### config.mk
export PLATFORM = sky130hd
export DESIGN_NAME = pipeTop
export DESIGN_NICKNAME = d
export VERILOG_FILES = /design/src/common/pipePkg.sv /design/src/control/hazardDetect.sv /design/src/control/wrFlushControl.sv /design/src/verilog/decodeStage.sv /design/src/verilog/executeStage.sv /design/src/verilog/fetchStage.sv /design/src/verilog/memWbStage.sv /design/src/verilog/pipeTop.sv
export VERILOG_INCLUDE_DIRS = /design/src /design/src/common
export SDC_FILE = /design/constraint.sdc
export NUM_CORES = 1
export LEC_CHECK = 0
export BUFFER_PORTS_ARGS = -buffer_cell sky130_fd_sc_hd__buf_4
export CAP_MARGIN = 20
export CORE_ASPECT_RATIO = 1.4
export CORE_MARGIN = 2
export CORE_UTILIZATION = 45
export CTS_BUF_LIST = sky130_fd_sc_hd__clkbuf_16
export DETAILED_ROUTE_END_ITERATION = 16
export PLACE_DENSITY = 0.65
export SLEW_MARGIN = 0
export SYNTH_ARGS = -nofsm -noshare
export SYNTH_HDL_FRONTEND = slang
export SYNTH_SLANG_ARGS = --single-unit
### constraint.sdc
create_clock -name clk -period 3.5 [get_ports clk]
set_input_delay 0.525 -clock clk [delete_from_list [all_inputs] [get_ports clk]]
set_output_delay 0.525 -clock clk [all_outputs]
set_load 0.01 [all_outputs]
### src/common/pipe_defines.svh
`ifndef PIPE_DEFINES_SVH
`define PIPE_DEFINES_SVH

// datapath widths
`define PIPE_XLEN       32      // pc and instruction word
`define REG_ADDR_W      5       // register specifier
`define OPCODE_W        6

// primary opcode field values
`define OP_ALU          6'h00
`define OP_LOAD         6'h23
`define OP_MULDIV       6'h1c
`define OP_JUMP         6'h02
`define OP_TRAP         6'h3f

`define TRAP_VECTOR     32'h0000_0180   // fetch restarts here after a trap
`define MULDIV_CYCLES   4               // cycles a mul/div occupies EXE

`endif

### src/common/pipePkg.sv
`default_nettype none
`include "pipe_defines.svh"

package pipePkg;

    // register-register view of an instruction word
    typedef struct packed {
        logic [`OPCODE_W-1:0]   opcode;
        logic [`REG_ADDR_W-1:0] rs;
        logic [`REG_ADDR_W-1:0] rt;
        logic [`REG_ADDR_W-1:0] rd;
        logic [4:0]             shamt;
        logic [5:0]             funct;
    } rTypeT;

    // immediate view, also used for loads and jumps
    typedef struct packed {
        logic [`OPCODE_W-1:0]   opcode;
        logic [`REG_ADDR_W-1:0] rs;
        logic [`REG_ADDR_W-1:0] rt;
        logic [15:0]            imm;
    } iTypeT;

    typedef union packed {
        rTypeT r;
        iTypeT i;
    } instrWordT;

    // one pipeline register slot
    typedef struct packed {
        logic                   valid;
        logic [`PIPE_XLEN-1:0]  pc;
        instrWordT              instr;
        logic [`REG_ADDR_W-1:0] dest;
        logic                   wrEn;
    } stageRecT;

    typedef struct packed {
        logic [`PIPE_XLEN-1:0]  pc;
        logic [`REG_ADDR_W-1:0] dest;
        logic                   wrEn;
    } retireT;

    // next pc source
    typedef enum logic [1:0] {
        REDIR_SEQ  = 2'd0,
        REDIR_JUMP = 2'd1,
        REDIR_TRAP = 2'd2
    } redirT;

    typedef struct packed {
        logic  pcWr;
        logic  idWr;
        logic  exeWr;
        logic  memWr;
        logic  wbWr;
        logic  idFlush;
        logic  exeFlush;
        logic  memFlush;
        logic  wbDisWr;
        redirT redirSel;
    } ctrlT;

endpackage

`default_nettype wire

### src/control/hazardDetect.sv
`default_nettype none
`include "pipe_defines.svh"

module hazardDetect (
    input  pipePkg::stageRecT idRec,    // instruction being decoded
    input  pipePkg::stageRecT exeRec,   // instruction in EXE
    output logic              loadUse
);

    logic exeIsLoad;
    logic rsHit;
    logic rtHit;

    // r0 is never a real dependency
    assign exeIsLoad = exeRec.valid
                    && (exeRec.instr.r.opcode == `OP_LOAD)
                    && (exeRec.dest != '0);

    assign rsHit = (exeRec.dest == idRec.instr.r.rs);
    assign rtHit = (exeRec.dest == idRec.instr.r.rt); // conservative, any type

    assign loadUse = exeIsLoad && idRec.valid && (rsHit || rtHit);

endmodule

`default_nettype wire

### src/control/wrFlushControl.sv
`default_nettype none

module wrFlushControl (
    input  logic           clk,         // assertions only
    input  logic           rstN,
    input  logic           loadUse,     // load in EXE feeds ID
    input  logic           mdBusy,      // mul/div still working in EXE
    input  logic           idJump,      // immediate jump sitting in ID
    input  logic           memTrap,     // trap reached MEM
    input  logic           icacheBusy,
    input  logic           dcacheBusy,
    output pipePkg::ctrlT  ctrl
);

    logic anyBusy;
    logic jumpGo;

    assign anyBusy = icacheBusy || dcacheBusy;

    // a jump behind a busy mul/div waits in ID, else it would
    // be flushed out of IF/ID while ID/EXE is still held
    assign jumpGo = idJump && !mdBusy;

    always_comb begin
        // free flow by default
        ctrl.pcWr     = 1'b1;
        ctrl.idWr     = 1'b1;
        ctrl.exeWr    = 1'b1;
        ctrl.memWr    = 1'b1;
        ctrl.wbWr     = 1'b1;
        ctrl.idFlush  = 1'b0;
        ctrl.exeFlush = 1'b0;
        ctrl.memFlush = 1'b0;
        ctrl.wbDisWr  = 1'b0;
        ctrl.redirSel = pipePkg::REDIR_SEQ;

        if (memTrap) begin
            // kill everything younger than MEM, WB stays open
            ctrl.idFlush  = 1'b1;
            ctrl.exeFlush = 1'b1;
            ctrl.memFlush = 1'b1;
            ctrl.redirSel = pipePkg::REDIR_TRAP;
        end
        else if (anyBusy) begin
            ctrl.pcWr    = 1'b0;   // whole pipe frozen
            ctrl.idWr    = 1'b0;
            ctrl.exeWr   = 1'b0;
            ctrl.memWr   = 1'b0;
            ctrl.wbWr    = 1'b0;
            ctrl.wbDisWr = 1'b1;   // held WB record must not retire yet
        end
        else if (loadUse) begin
            ctrl.pcWr     = 1'b0;
            ctrl.idWr     = 1'b0;
            ctrl.exeFlush = 1'b1;  // bubble behind the load
        end
        else if (jumpGo) begin
            ctrl.idFlush  = 1'b1;  // no delay slot
            ctrl.redirSel = pipePkg::REDIR_JUMP;
        end
        else if (mdBusy) begin
            ctrl.pcWr  = 1'b0;
            ctrl.idWr  = 1'b0;
            ctrl.exeWr = 1'b0;     // EXE/MEM fills with bubbles meanwhile
        end
    end

    trapSelectsVector: assert property (@(posedge clk) disable iff (!rstN)
        memTrap |-> ctrl.pcWr && (ctrl.redirSel == pipePkg::REDIR_TRAP))
        else $error("trap in MEM without redirect to trap vector");

    busyFreezesPipe: assert property (@(posedge clk) disable iff (!rstN)
        anyBusy && !memTrap |->
            !(ctrl.pcWr || ctrl.idWr || ctrl.exeWr || ctrl.memWr || ctrl.wbWr)
            && ctrl.wbDisWr)
        else $error("stage write enable set while a cache is busy");

endmodule

`default_nettype wire

### src/verilog/decodeStage.sv
`default_nettype none
`include "pipe_defines.svh"

module decodeStage (
    input  logic                  clk,
    input  logic                  rstN,
    input  pipePkg::ctrlT         ctrl,
    input  pipePkg::stageRecT     ifRec,
    output pipePkg::stageRecT     idRec,       // decoded, to hazard check
    output logic                  idJump,
    output logic [`PIPE_XLEN-1:0] jumpTarget,
    output pipePkg::stageRecT     exeRecIn     // ID/EXE register
);

    logic [`OPCODE_W-1:0] opcode;

    assign opcode = ifRec.instr.r.opcode;   // same bits in either view

    always_comb begin
        idRec      = ifRec;
        idRec.dest = '0;
        idRec.wrEn = 1'b0;
        case (opcode)
            `OP_ALU, `OP_MULDIV: begin
                idRec.dest = ifRec.instr.r.rd;
                idRec.wrEn = 1'b1;
            end
            `OP_LOAD: begin
                idRec.dest = ifRec.instr.i.rt;  // loads write rt
                idRec.wrEn = 1'b1;
            end
            `OP_JUMP, `OP_TRAP: begin
                idRec.wrEn = 1'b0;   // no register result
            end
            default: begin
                idRec.wrEn = 1'b0;   // unknown opcode treated as nop
            end
        endcase
    end

    // jump resolved here, target is word index
    assign idJump     = ifRec.valid && (opcode == `OP_JUMP);
    assign jumpTarget = {{(`PIPE_XLEN-18){1'b0}}, ifRec.instr.i.imm, 2'b00};

    always_ff @(posedge clk or negedge rstN) begin
        if (!rstN) begin
            exeRecIn <= '0;
        end
        else if (ctrl.exeFlush) begin
            exeRecIn <= '0;   // bubble
        end
        else if (ctrl.exeWr) begin
            exeRecIn <= idRec;
        end
    end

endmodule

`default_nettype wire

### src/verilog/executeStage.sv
`default_nettype none
`include "pipe_defines.svh"

module executeStage (
    input  logic              clk,
    input  logic              rstN,
    input  pipePkg::ctrlT     ctrl,
    input  pipePkg::stageRecT exeRecIn,   // ID/EXE register
    output pipePkg::stageRecT exeRec,     // what EXE hands on this cycle
    output logic              mdBusy,
    output pipePkg::stageRecT memRecIn    // EXE/MEM register
);

    localparam int CntW = $clog2(`MULDIV_CYCLES + 1);

    logic            isMulDiv;
    logic [CntW-1:0] mdCnt;   // cycles already spent in EXE

    assign isMulDiv = exeRecIn.valid && (exeRecIn.instr.r.opcode == `OP_MULDIV);
    assign mdBusy   = isMulDiv && (mdCnt != CntW'(`MULDIV_CYCLES - 1));

    // the unit keeps running through a cache freeze, then waits at the last count
    always_ff @(posedge clk or negedge rstN) begin
        if (!rstN) begin
            mdCnt <= '0;
        end
        else if (ctrl.exeFlush) begin
            mdCnt <= '0;          // EXE contents replaced
        end
        else if (mdBusy) begin
            mdCnt <= mdCnt + 1'b1;
        end
        else if (ctrl.exeWr) begin
            mdCnt <= '0;          // instruction leaves, next one starts fresh
        end
    end

    // unfinished mul/div looks like a bubble downstream
    always_comb begin
        exeRec = exeRecIn;
        if (mdBusy) begin
            exeRec.valid = 1'b0;
        end
    end

    always_ff @(posedge clk or negedge rstN) begin
        if (!rstN) begin
            memRecIn <= '0;
        end
        else if (ctrl.memFlush) begin
            memRecIn <= '0;
        end
        else if (ctrl.memWr) begin
            memRecIn <= exeRec;
        end
    end

    mdCntBounded: assert property (@(posedge clk) disable iff (!rstN)
        mdCnt <= CntW'(`MULDIV_CYCLES))
        else $error("mul/div counter overran: %0d", mdCnt);

endmodule

`default_nettype wire

### src/verilog/fetchStage.sv
`default_nettype none
`include "pipe_defines.svh"

module fetchStage (
    input  logic                  clk,
    input  logic                  rstN,
    input  pipePkg::ctrlT         ctrl,
    input  logic [`PIPE_XLEN-1:0] jumpTarget,
    input  logic                  fetchValid,
    input  logic [`PIPE_XLEN-1:0] fetchInstr,
    input  logic [`PIPE_XLEN-1:0] fetchRespPc,  // tag returned with the word
    output logic [`PIPE_XLEN-1:0] fetchPc,
    output logic                  fetchReady,
    output pipePkg::stageRecT     ifRec         // IF/ID register
);

    logic                  started;   // one quiet cycle out of reset
    logic                  xfer;
    logic [`PIPE_XLEN-1:0] nextPc;
    pipePkg::stageRecT     fetchRec;

    // only take a word when IF/ID can actually accept it
    assign fetchReady = started && ctrl.pcWr && ctrl.idWr && !ctrl.idFlush;
    assign xfer = fetchValid && fetchReady && (fetchRespPc == fetchPc); // stale tags ignored

    always_comb begin
        case (ctrl.redirSel)
            pipePkg::REDIR_JUMP: nextPc = jumpTarget;
            pipePkg::REDIR_TRAP: nextPc = `TRAP_VECTOR;
            default:             nextPc = fetchPc + `PIPE_XLEN'd4;
        endcase
    end

    always_comb begin
        fetchRec       = '0;
        fetchRec.valid = 1'b1;
        fetchRec.pc    = fetchPc;
        fetchRec.instr = fetchInstr; // dest filled in by decode
    end

    always_ff @(posedge clk or negedge rstN) begin
        if (!rstN) begin
            started <= 1'b0;
            fetchPc <= '0;
        end
        else begin
            started <= 1'b1;
            // redirects go at once, sequential only after a transfer
            if (ctrl.pcWr && (ctrl.redirSel != pipePkg::REDIR_SEQ || xfer)) begin
                fetchPc <= nextPc;
            end
        end
    end

    always_ff @(posedge clk or negedge rstN) begin
        if (!rstN) begin
            ifRec <= '0;
        end
        else if (ctrl.idFlush) begin
            ifRec <= '0;
        end
        else if (ctrl.idWr) begin
            ifRec <= xfer ? fetchRec : '0;   // bubble when nothing came back
        end
    end

    pcWordAligned: assert property (@(posedge clk) disable iff (!rstN)
        fetchPc[1:0] == 2'b00)
        else $error("fetch pc %h not word aligned", fetchPc);

endmodule

`default_nettype wire

### src/verilog/memWbStage.sv
`default_nettype none
`include "pipe_defines.svh"

module memWbStage (
    input  logic              clk,
    input  logic              rstN,
    input  pipePkg::ctrlT     ctrl,
    input  pipePkg::stageRecT memRecIn,   // EXE/MEM register
    output logic              memTrap,
    output logic              retireValid,
    output pipePkg::retireT   retire
);

    pipePkg::stageRecT wbRec;   // MEM/WB register

    // trap taken in MEM, younger stages are still speculative
    assign memTrap = memRecIn.valid && (memRecIn.instr.r.opcode == `OP_TRAP);

    always_ff @(posedge clk or negedge rstN) begin
        if (!rstN) begin
            wbRec <= '0;
        end
        else if (ctrl.wbWr) begin
            if (memTrap) begin
                wbRec <= '0;         // trap itself never retires
            end
            else begin
                wbRec <= memRecIn;
            end
        end
    end

    // held during a freeze, so it retires once the freeze lifts
    assign retireValid = wbRec.valid && !ctrl.wbDisWr;

    always_comb begin
        retire.pc   = wbRec.pc;
        retire.dest = wbRec.dest;
        retire.wrEn = wbRec.wrEn;
    end

endmodule

`default_nettype wire

### src/verilog/pipeTop.sv
`default_nettype none
`include "pipe_defines.svh"

module pipeTop (
    input  logic                  clk,
    input  logic                  rstN,
    output logic [`PIPE_XLEN-1:0] fetchPc,
    output logic                  fetchReady,
    input  logic                  fetchValid,
    input  logic [`PIPE_XLEN-1:0] fetchInstr,
    input  logic [`PIPE_XLEN-1:0] fetchRespPc,
    input  logic                  icacheBusy,
    input  logic                  dcacheBusy,
    output logic                  retireValid,
    output pipePkg::retireT       retire
);

    pipePkg::ctrlT         ctrl;
    pipePkg::stageRecT     ifRec;      // IF/ID
    pipePkg::stageRecT     idRec;      // decoded ID view
    pipePkg::stageRecT     exeRecIn;   // ID/EXE
    pipePkg::stageRecT     exeRec;
    pipePkg::stageRecT     memRecIn;   // EXE/MEM
    logic                  loadUse;
    logic                  mdBusy;
    logic                  idJump;
    logic                  memTrap;
    logic [`PIPE_XLEN-1:0] jumpTarget;

    wrFlushControl uCtrl (
        .clk(clk), .rstN(rstN), .loadUse(loadUse), .mdBusy(mdBusy),
        .idJump(idJump), .memTrap(memTrap), .icacheBusy(icacheBusy),
        .dcacheBusy(dcacheBusy), .ctrl(ctrl)
    );

    hazardDetect uHazard (.idRec(idRec), .exeRec(exeRec), .loadUse(loadUse));

    fetchStage uFetch (
        .clk(clk), .rstN(rstN), .ctrl(ctrl), .jumpTarget(jumpTarget),
        .fetchValid(fetchValid), .fetchInstr(fetchInstr), .fetchRespPc(fetchRespPc),
        .fetchPc(fetchPc), .fetchReady(fetchReady), .ifRec(ifRec)
    );

    decodeStage uDecode (
        .clk(clk), .rstN(rstN), .ctrl(ctrl), .ifRec(ifRec), .idRec(idRec),
        .idJump(idJump), .jumpTarget(jumpTarget), .exeRecIn(exeRecIn)
    );

    executeStage uExecute (
        .clk(clk), .rstN(rstN), .ctrl(ctrl), .exeRecIn(exeRecIn),
        .exeRec(exeRec), .mdBusy(mdBusy), .memRecIn(memRecIn)
    );

    memWbStage uMemWb (
        .clk(clk), .rstN(rstN), .ctrl(ctrl), .memRecIn(memRecIn),
        .memTrap(memTrap), .retireValid(retireValid), .retire(retire)
    );

endmodule

`default_nettype wire
==> metrics.md, run 1 <==
| Metric | Value |
|---|---|
| Status | finished, final reports clean |
| Nets | between 1k and 1.5k |
| Synth async-reset ratio | 100% |
| TritonCTS Buffers | 23 |
| CP max stage delay | about 0.4 ns |
| Die Ht | 181 um |
| Final hold violations | 0 |
| Largest vdd supply drop | 365 uV |
| P&R area growth vs syn | 18.2% |
| Std-Cell Rows | 64 |
| Reg clk slew, reported paths | 0.06 ns |
| Vias in the first global route | 7,350 |
| Post-route ant nets | 0 |
| Final core area utilization | 54.4% |
| Layout cells sized above 1 | 18.9% |
| Clock sinks | 224 |
| Vias per std cell | ~5.5 |
| Crit path kind | flip-flop to output pin |
| Initial antenna violation count | 0 |
| Overall Power | 5.33 mW |
| Overflow after GRT | 0 |
| Worst Setup Start Kind | flip-flop |
| WL/cell | 17.1 um |
| Clock latency on the worst-skew pair | 0.51 ns |
| Pwr dens | 447 mW/mm2 |
| Area of the multi-input gates | 0.00390 mm2 |
| Worst Setup End Kind | output pin |
| Slew HR | 41.9% |
| First-pass GRT wire length | 39.3 mm |
| Overall Global Routing Usage | 20.4% |
| Leakage | 5.59 nW |
| Die Wd | 131 um |
| CTS tree | done |
| Fin Setup TNS | 0 ns |
| Post-CTS Hold Buffers | 0 |
| I/O Buffers | 138 |
| Max-cap viol count | 0 |
| Mapped cell area | 0.0101 mm2 |
| Main flop type after synthesis | dfrtp_1 |
| Seq/Total Area, Yosys | 55.5% |
| Post-detail-place hpwl | 16.0 mm |
| Worst slew pin tran | 0.871 ns |
| Tmin final | around 3 ns |
| IO Pins | approximately 140 |
| Avg Inst Size Synth | ~10 um2 |
| # Post-CTS Setup Buffers | 0 |
| DRC | 0 |
| #FFs+latches synth | 224 |
| H-tree Lvls | 1 |
| EDFF count, synth | 0 |
| Fillers | 2,013 |
| Mapped Cells | 1,012 |
| Hold Slack | ~0.017 ns |
| Largest net degree at the start of global routing | 98 |
| Master of the slowest instance on the critical path | dfrtp_1 |
| FF/Latch Area | 0.00561 mm2 |
| Clock buffer depth | 3 |
| Setup Viol. Count Final | 0 |
| Clock skew | approximately 0.017 ns |
| Ant diodes | 0 |
| CTS Root Cell | clkbuf_16 |
| Final wirelength | 23.9 mm |
| Crit path DAT | 2.46 ns |
| Via count | 7,692 |
| Max Slew Vio Count | 0 |
| Initial Util | 46.0% |
| Tcrit/Tclk final | between 80% and 90% |
| DRT Pass-1 Iters | 5 |
| WP data required | 2.97 ns |
| Synth Warn # | 0 |
| Worst-path fanout max | 4 |
| Die ar. | 0.0237 mm2 |
| Resized Gates After CTS | 0 |
| Post-synth cell types | 58 |
| Core footprint | around 0.022 mm2 |
| RSZ-0062 raised after global routing | no |
| Initial DRC Count | 485 |
| Worst Hold Class | primary input to asynchronous set/reset pin |
| Achievable Freq | 334 MHz |
| CP most frequent cell | ha_1 |
| GPL Wtd Cong | 0.854 |
| Crit-path cells | ha_1 > ha_1 > and4bb_2 > a41oi_2 > nor4bb_1 > a21bo_2 > inv_2 > buf_4 |
-- kinds of logic (layout without fill, tap and decap cells) --
| family | Yosys count | after routing | share of synthesized area, % |
|---|---|---|---|
| XOR/XNOR | 40 | 40 | 3.47 |
| flip-flops | 224 | 224 | 55.5 |
| buffers and inverters | 123 | 214 | 6.33 |
| adder cells (fa/ha/maj) | 3 | 3 | 0.372 |
| AND/OR/NAND/NOR | 331 | 331 | 14.6 |
| other | 2 | 3 | 0.0743 |
| AO/OA/AOI/OAI | 289 | 289 | 19.6 |
-- cell usage in the layout, fill, tap and decap left out, types with 6 or more instances in the layout --
cell type,n
clkbuf_16,23
clkinv_1,6
inv_1,14
xnor2_1,34
a21o_1,7
o31ai_1,7
nand3_1,22
a22oi_1,6
o21ai_0,30
nor2_1,24
a21oi_1,105
and3_1,12
buf_4,155
nand2_1,219
dfrtp_1,224
a22o_1,104
nand4_1,13
xor2_1,6
-- stage by stage --
| step | area (um2) | cells | setup slack, ns |
|---|---|---|---|
| 6_report | 11900 | 1401 | 0.510 |
| 5_1_grt | 11900 | 1401 | 0.314 |
| 4_1_cts | 11900 | 1401 | 0.503 |
| 3_5_place_dp | 11200 | 1359 | 0.536 |
| 3_3_place_gp | 11200 | 1359 | 0.615 |
| 2_1_floorplan | 10100 | 1013 | 0.998 |
-- final timing paths --
check                             startpoint               endpoint  slack [ns]  cells after the start
max                        uExecute.mdCnt[0]             fetchReady        0.51                      8
min                                     rstN     uFetch.fetchPc[24]        0.02                      1
max reg2reg                uExecute.mdCnt[0]     uFetch.fetchPc[14]        0.52                     10
min reg2reg                 uFetch.ifRec[45]       uFetch.ifRec[45]        0.49                      2
max in group asynchronous               rstN  uExecute.memRecIn[34]        2.62                      2
min in group clk               fetchInstr[2]        uFetch.ifRec[8]        0.22                      2
-- sequential cells by signal (all words and copies together) (netlist names) --
| name | count |
|---|---|
| uDecode.exeRecIn | 44 |
| uExecute.mdCnt | 3 |
| uExecute.memRecIn | 44 |
| uFetch.fetchPc | 30 |
| uFetch.ifRec | 64 |
| uFetch.started | 1 |
| uMemWb.retire | 37 |
| uMemWb.wbRec | 1 |
-- area by class of cell --
| cell class | count | share of cell area, % |
|---|---|---|
| Sequential cell | 224 | 47.0 |
| Multi-Input combinational cell | 666 | 32.6 |
| Timing Repair Buffer | 159 | 10.4 |
| Clock buffer | 23 | 4.82 |
| Tap cell | 297 | 3.11 |
| Clock inverter | 19 | 1.69 |
| Inverter | 13 | 0.409 |
-- report_power, final --
group          switching [mW]  total, mW  internal [mW]
Clock                    1.01       2.51           1.50
Combinational           0.148      0.229         0.0815
Sequential            0.00344       2.60           2.60
-- cells in the mapped netlist (all sizes together), types with 5 or more instances --
cell type  count  area (um2)
inv           13        48.8
a21o           7        52.6
xor2           6        52.6
a211oi         5        37.5
a22oi          6        45.0
o21ai         31         159
nand4         14         103
nand3         22         110
nand2        219         822
buf           63         414
o31ai          7        52.6
nor2          29         111
a21oi        107         539
a22o         104         911
clkbuf        47         176
and3          12        75.1
nor4           5        31.3
dfrtp        224        5610
xnor2         34         298
-- critical path, delay by kind of cell (launching register included) --
family | cells | cell delay [ns]
AOI/OAI and AO/OA | 2 | 0.46
adders and majority gates | 2 | 0.40
buffers and inverters | 2 | 0.24
DFF | 1 | 0.40
and+or+nand+nor | 2 | 0.46
-- routing by layer --
| layer | track usage, % | vias up | wire (um) |
|---|---|---|---|
| met1 | 29.9 | 3718 | 10800 |
| met2 | 31.5 | 242 | 11200 |
| met5 | 0 | - | 0 |
| met4 | 6.38 | 0 | 637 |
| met3 | 2.96 | 49 | 1240 |
| li1 | - | 3683 | - |
Power figures use the tool's default switching activity.
==> inputs of run 2 (changes only) <==
--- a/config.mk
+++ b/config.mk
@@ -8,2 +8,3 @@
 export LEC_CHECK = 0
+export ABC_CLOCK_PERIOD_IN_PS = 3500
 export BUFFER_PORTS_ARGS = -buffer_cell sky130_fd_sc_hd__buf_4
==> constraint.sdc (replaced) <==
create_clock -name clk -period 3.5 [get_ports clk]
set_input_delay 0.35 -clock clk [delete_from_list [all_inputs] [get_ports clk]]
set_output_delay 0.35 -clock clk [all_outputs]
set_load 0.01 [all_outputs]
==> metrics.md, run 2 (synthesis results as in run 1) <==
| Metric | Value |
|---|---|
| Switching power | 1.12 mW (-3.2%) |
| Clock buffer depth | 3 (unchanged) |
| Initial Util | 46.0% (unchanged) |
| Die Ht | 181 um (unchanged) |
| # Post-CTS Setup Buffers | 0 (unchanged) |
| Post-detail-place hpwl | 16.4 mm (+2.2%) |
| Slew HR | 43.9% (+1.9 points) |
| Setup Viol. Count Final | 0 (unchanged) |
| Register bank with the most flops | uFetch.ifRec |
| Largest net degree at the start of global routing | 100 (+2.0%) |
| Largest vdd supply drop | 338 uV (-7.3%) |
| Overall Global Routing Usage | 20.5% (+0.033 points) |
| Nets | 1,160 (+0.086%) |
| Reg2reg start | uExecute.mdCnt[0] |
| Post-CTS Hold Buffers | 1 (+1) |
| GPL Wtd Cong | 0.891 (+4.2%) |
| Worst-path fanout max | 18 (+14) |
| Reg2Reg Setup Slack | 0.45 ns (-0.07 ns) |
| Seq pwr share | 52.1% (+3.4 points) |
| Max-cap viol count | 0 (unchanged) |
| Status | finished, final reports clean |
| Crit path DAT | 3.45 ns (+0.99 ns) |
| Worst Setup Start Kind | flip-flop |
| R2r endpoint | uFetch.fetchPc[29] |
| Clock sinks | 224 (unchanged) |
| Worst setup endpoint | uFetch.fetchPc[29] |
| Via count | 7,707 (+0.20%) |
| Die Wd | 131 um (unchanged) |
| P&R area growth vs syn | 16.8% |
| Switch share | 22.5% (+0.78 points) |
| Fin Setup TNS | 0 ns (unchanged) |
| Tmin final | 3.05 ns (+0.0652 ns) |
| DRC | 0 (unchanged) |
| Pwr dens | 422 mW/mm2 (-5.5%) |
| Clock skew | 0.00735 ns (-0.00931 ns) |
| WP data required | 3.89 ns (+0.92 ns) |
| Leakage | 5.53 nW (-1.1%) |
| Vias per std cell | 5.51 (+0.41%) |
| RSZ-0062 raised after global routing | no |
| Critical Path Start | uExecute.mdCnt[0] |
| Largest regs | uFetch.ifRec x64, uDecode.exeRecIn x44, uExecute.memRecIn x44 |
| Most frequent cells in the layout | dfrtp_1, nand2_1, buf_4 |
| Worst slew pin tran | 0.842 ns (-0.0290 ns) |
| H-tree Lvls | 1 (unchanged) |
| Achievable Freq | 327 MHz (-2.1%) |
| Initial antenna violation count | 0 (unchanged) |
| Crit-path cells | ha_1 > ha_1 > and4bb_2 > a41oi_2 > buf_4 > nor4bb_1 > a21bo_2 > o21ai_2 > o21ai_0 > a21o_1 |
| Worst Setup End Kind | flip-flop |
| Core footprint | 0.0219 mm2 (unchanged) |
| IO Pins | 141 (unchanged) |
| CTS Root Cell | clkbuf_16 |
| Resized Gates After CTS | 0 (unchanged) |
| Worst Hold Class | primary input to flip-flop |
| Int Pwr | 3.86 mW (-7.5%) |
| CP max stage delay | 0.69 ns (+0.29 ns) |
| CTS tree | done |
| Vias in the first global route | 7,270 (-1.1%) |
| Die ar. | 0.0237 mm2 (unchanged) |
| Tcrit/Tclk final | 87.3% (+1.9 points) |
| WL/cell | 17.5 um (+2.3%) |
| Master of the slowest instance on the critical path | o21ai_2 |
| First-pass GRT wire length | 39.3 mm (unchanged) |
| Max Slew Vio Count | 0 (unchanged) |
| Clock share of power | 43.3% (-3.7 points) |
| Crit path kind | flip-flop to flip-flop |
| TritonCTS Buffers | 22 (-4.3%) |
| Layout cells sized above 1 | 18.8% (-0.13 points) |
| Std-Cell Rows | 64 (unchanged) |
| Reg clk slew, reported paths | 0.06 ns (about the same) |
| Most common cell after layout, fill and taps aside | dfrtp_1 |
| Ant diodes | 0 (unchanged) |
| Overflow after GRT | 0 (unchanged) |
| I/O Buffers | 138 (unchanged) |
| Max reg flops | 64 (unchanged) |
| Clock latency on the worst-skew pair | 0.50 ns (about the same) |
| Comb pwr share | 4.6% (+0.3 points) |
| DRT Pass-1 Iters | 5 (unchanged) |
| Final wirelength | 24.4 mm (+2.1%) |
| Final core area utilization | 53.8% (-0.62 points) |
| Initial DRC Count | 581 (+20%) |
| Reg2reg path depth | 10 (unchanged) |
| CP most frequent cell | ha_1 |
| Final hold violations | 0 (unchanged) |
| Post-route ant nets | 0 (unchanged) |
## run 2: cell count changes in the layout (fill, tap and decap cells not counted)
cell	previous run	this run
dlygate4sd3_1	0	1
buf_4	155	158
clkinv_4	2	0
clkinv_2	2	4
clkinv_1	6	4
buf_12	3	1
clkinvlp_4	2	4
bufinv_16	4	0
inv_6	1	0
## run 2: worst min path at each step
stage,from,slack [ns],endpoint,depth (start not counted)
3_5_place_dp,rstN,0.43,uFetch.fetchPc[26],1
4_1_cts,fetchInstr[2],0.05,uFetch.ifRec[8],2
2_1_floorplan,rstN,0.05,uDecode.exeRecIn[0],0
6_report,fetchInstr[2],0.07,uFetch.ifRec[8],2
3_3_place_gp,rstN,0.44,uFetch.fetchPc[26],1
5_1_grt,fetchInstr[2],0.05,uFetch.ifRec[8],2
## run 2: worst max-delay path: cells and delay by family, from the launching register on
kind | cells | cell delay [ns]
AOI/OAI and AO/OA | 5 | 1.66
and+or+nand+nor | 2 | 0.43
DFF | 1 | 0.37
adders and majority gates | 2 | 0.30
buffers and inverters | 1 | 0.19
## run 2: stage by stage
step	total power, mW	hold WS, ns	std cells	area [um2]	worst slack [ns]
6_report	4.99	0.0651	1398	11800	0.445
5_1_grt	5.17	0.0525	1398	11800	0.279
4_1_cts	5.05	0.0479	1398	11800	0.473
3_3_place_gp	2.88	0.438	1360	11100	0.557
2_1_floorplan	2.73	0.0544	1013	10100	0.998
3_5_place_dp	2.88	0.433	1360	11100	0.491
## run 2: layout make-up
class / instances / area (um2)
well taps: 297 / 372
clock inverters: 14 / 72.6
multi-input cells: 666 / 3900
repair buffers: 161 / 1230
fillers: 2057 / 10100
clock buffers: 23 / 576
flip-flops and latches: 224 / 5610
inverters: 13 / 48.8
## run 2: power by group through the flow
| stage | logic [mW] | registers (mW) | clock network (mW) |
|---|---|---|---|
| after global placement | 0.234 | 2.65 | 0 |
| final | 0.231 | 2.60 | 2.16 |
| after floorplan | 0.0860 | 2.65 | 0 |
| after CTS | 0.236 | 2.60 | 2.21 |
| after global routing | 0.257 | 2.60 | 2.32 |
| after detailed placement | 0.235 | 2.65 | 0 |
## run 2: metal layers
metal / share of wire [%] / vias to the layer above / wire, um / global-route usage (%)
li1: - / 3681 / - / -
met1: 45 / 3770 / 11000 / 29.7
met2: 49 / 228 / 12000 / 32.8
met3: 4.6 / 28 / 1110 / 2.64
met4: 1.5 / 0 / 371 / 4.81
met5: 0 / - / 0 / 0
==> inputs of run 3 (changes only) <==
- CELL_PAD_IN_SITES_DETAIL_PLACEMENT: default -> 0
- CELL_PAD_IN_SITES_GLOBAL_PLACEMENT: default -> 1
- PLACE_DENSITY: 0.65 -> default
- PLACE_DENSITY_LB_ADDON: default -> 0.1
==> metrics.md, run 3 (synthesis results as in run 1) <==
| Metric | Value |
|---|---|
| Status | finished, final reports clean |
| DRC | 0 (unchanged) |
| Hold path depth | 2 (unchanged) |
| Critical Path Start | uExecute.mdCnt[0] |
| Tcrit/Tclk final | 84.3% (-2.9 points) |
| WP data required | 3.86 ns (-0.03 ns) |
| Post-route ant nets | 0 (unchanged) |
| Fin area | 0.0119 mm2 (+1.0%) |
| WL/cell | 17.7 um (+1.4%) |
| Post-CTS Hold Buffers | 1 (unchanged) |
| Worst Hold Class | primary input to flip-flop |
| Clock skew | 0.00823 ns (+0.000874 ns) |
| Most frequent cells in the layout | dfrtp_1, nand2_1, buf_4 |
| Setup Viol. Count Final | 0 (unchanged) |
| Resized Gates After CTS | 0 (unchanged) |
| Overall Power | 5.14 mW (+3.1%) |
| Crit path kind | flip-flop to flip-flop |
| Overflow after GRT | 0 (unchanged) |
| Die Ht | 181 um (unchanged) |
| Cell family with the largest share of critical-path delay | compound AO/OA/AOI/OAI gates |
| Leakage | 5.59 nW (+1.2%) |
| Hold Slack | 0.0599 ns (-0.00520 ns) |
| Worst Setup End Kind | flip-flop |
| Crit path DAT | 3.31 ns (-0.14 ns) |
| Core footprint | 0.0219 mm2 (unchanged) |
| Post-detail-place hpwl | 16.8 mm (+2.9%) |
| Die Wd | 131 um (unchanged) |
| Placed insts | 1,362 (+0.15%) |
| Clock latency on the worst-skew pair | 0.50 ns (about the same) |
| P&R area growth vs syn | 18.0% |
| Max Slew Vio Count | 0 (unchanged) |
| Clock buffer depth | 3 (unchanged) |
| Reg clk slew, reported paths | 0.07 ns (about the same) |
| Std-Cell Rows | 64 (unchanged) |
| IO Pins | 141 (unchanged) |
| CP max stage delay | 0.55 ns (-0.14 ns) |
| Worst hold start | fetchInstr[19] |
| Via count | 7,557 (-1.9%) |
| Most common cell after layout, fill and taps aside | dfrtp_1 |
| DRT Pass-1 Iters | 5 (unchanged) |
| Largest net degree at the start of global routing | 125 (+25%) |
| First-pass GRT wire length | 41.3 mm (+5.1%) |
| Number of buffers and inverters on the critical path | 1 (unchanged) |
| Reg2reg start | uExecute.mdCnt[0] |
| RSZ-0062 raised after global routing | no |
| Fin Setup TNS | 0 ns (unchanged) |
| Crit-path cells | ha_1 > ha_1 > and4bb_2 > a41oi_2 > nor4bb_1 > a21bo_2 > inv_2 > nand4_4 > a2111oi_0 > a211oi_1 |
| TritonCTS Buffers | 22 (unchanged) |
| Overall Global Routing Usage | 21.6% (+1.1 points) |
| CTS tree | done |
| Slew HR | 35.0% (-8.8 points) |
| Layout cells sized above 1 | 18.8% (about the same) |
| Vias in the first global route | 7,567 (+4.1%) |
| CP most frequent cell | ha_1 |
| Register bank with the most flops | uFetch.ifRec |
| Pwr dens | 431 mW/mm2 (+2.0%) |
| Final wirelength | 24.9 mm (+1.8%) |
| H-tree Lvls | 1 (unchanged) |
| Largest vdd supply drop | 326 uV (-3.7%) |
| Cell depth of the worst setup path | 10 (unchanged) |
| Post-Layout Cell Count | 1,403 (+0.36%) |
| Tmin final | 2.95 ns (-0.103 ns) |
| GPL Wtd Cong | 0.835 (-6.2%) |
| Max reg flops | 64 (unchanged) |
| Nets | 1,162 (+0.17%) |
| Ant diodes | 0 (unchanged) |
| Initial Util | 46.0% (unchanged) |
| I/O Buffers | 138 (unchanged) |
| Final hold violations | 0 (unchanged) |
| Max-cap viol count | 0 (unchanged) |
| Initial antenna violation count | 0 (unchanged) |
| Clock sinks | 224 (unchanged) |
| Largest regs | uFetch.ifRec x64, uDecode.exeRecIn x44, uExecute.memRecIn x44 |
| Reg2reg path depth | 10 (unchanged) |
| Worst-path fanout max | 33 (+15) |
| CTS Root Cell | clkbuf_16 |
| # Post-CTS Setup Buffers | 0 (unchanged) |
| Achievable Freq | 339 MHz (+3.5%) |
| Initial DRC Count | 625 (+7.6%) |
| Placed cell areas | 0.0112 mm2 (+0.58%) |
| Die ar. | 0.0237 mm2 (unchanged) |
| Worst Setup Start Kind | flip-flop |
| Vias per std cell | 5.39 (-2.3%) |
| Worst slew pin tran | 0.974 ns (+0.133 ns) |
| Master of the slowest instance on the critical path | a2111oi_0 |
==> run 3: per-layer routing <==
layer,GRT usage [%],vias up,wire length (um)
met4,6.34,0,709
met2,32.6,181,11400
met5,0,-,0
met1,32.5,3648,11700
met3,2.87,43,1040
li1,-,3685,-
==> run 3: path summary, 6_finish.rpt <==
path,end,slack [ns]
max in group asynchronous,uMemWb.retire[16],2.10
worst max-delay path,uFetch.fetchPc[14],0.55
worst min register to register,uFetch.ifRec[58],0.48
worst max register to register,uFetch.fetchPc[14],0.55
worst min-delay path,uFetch.ifRec[25],0.06
min in group asynchronous,uFetch.fetchPc[23],0.48
==> run 3: worst register-to-register path: cells and delay by family, from the launching register on <==
| family | cells | cell delay (ns) |
|---|---|---|
| flops | 1 | 0.36 |
| buf+inv | 1 | 0.11 |
| simple gates | 3 | 0.86 |
| fa+ha+maj | 2 | 0.29 |
| compound gates | 4 | 1.18 |
==> run 3: per-stage QoR <==
step | setup WS, ns | utilization (%)
after floorplan | 0.998 | -
after global placement | 0.639 | 51.1
after detailed placement | 0.562 | 51.1
after CTS | 0.548 | 54.3
after global routing | 0.318 | 54.3
final | 0.548 | 54.3
==> run 3: area by class of cell <==
cell class | count | area [um2]
Fill cell | 2059 | 10000
Clock buffer | 23 | 576
Inverter | 13 | 48.8
Multi-Input combinational cell | 666 | 3900
Clock inverter | 17 | 125
Sequential cell | 224 | 5610
Tap cell | 297 | 372
Timing Repair Buffer | 163 | 1300
==> run 3: where the power goes <==
part,switching (mW),internal [mW]
Sequential,0.00326,2.59
Combinational,0.150,0.0875
Clock,0.971,1.33
Total,1.12,4.01
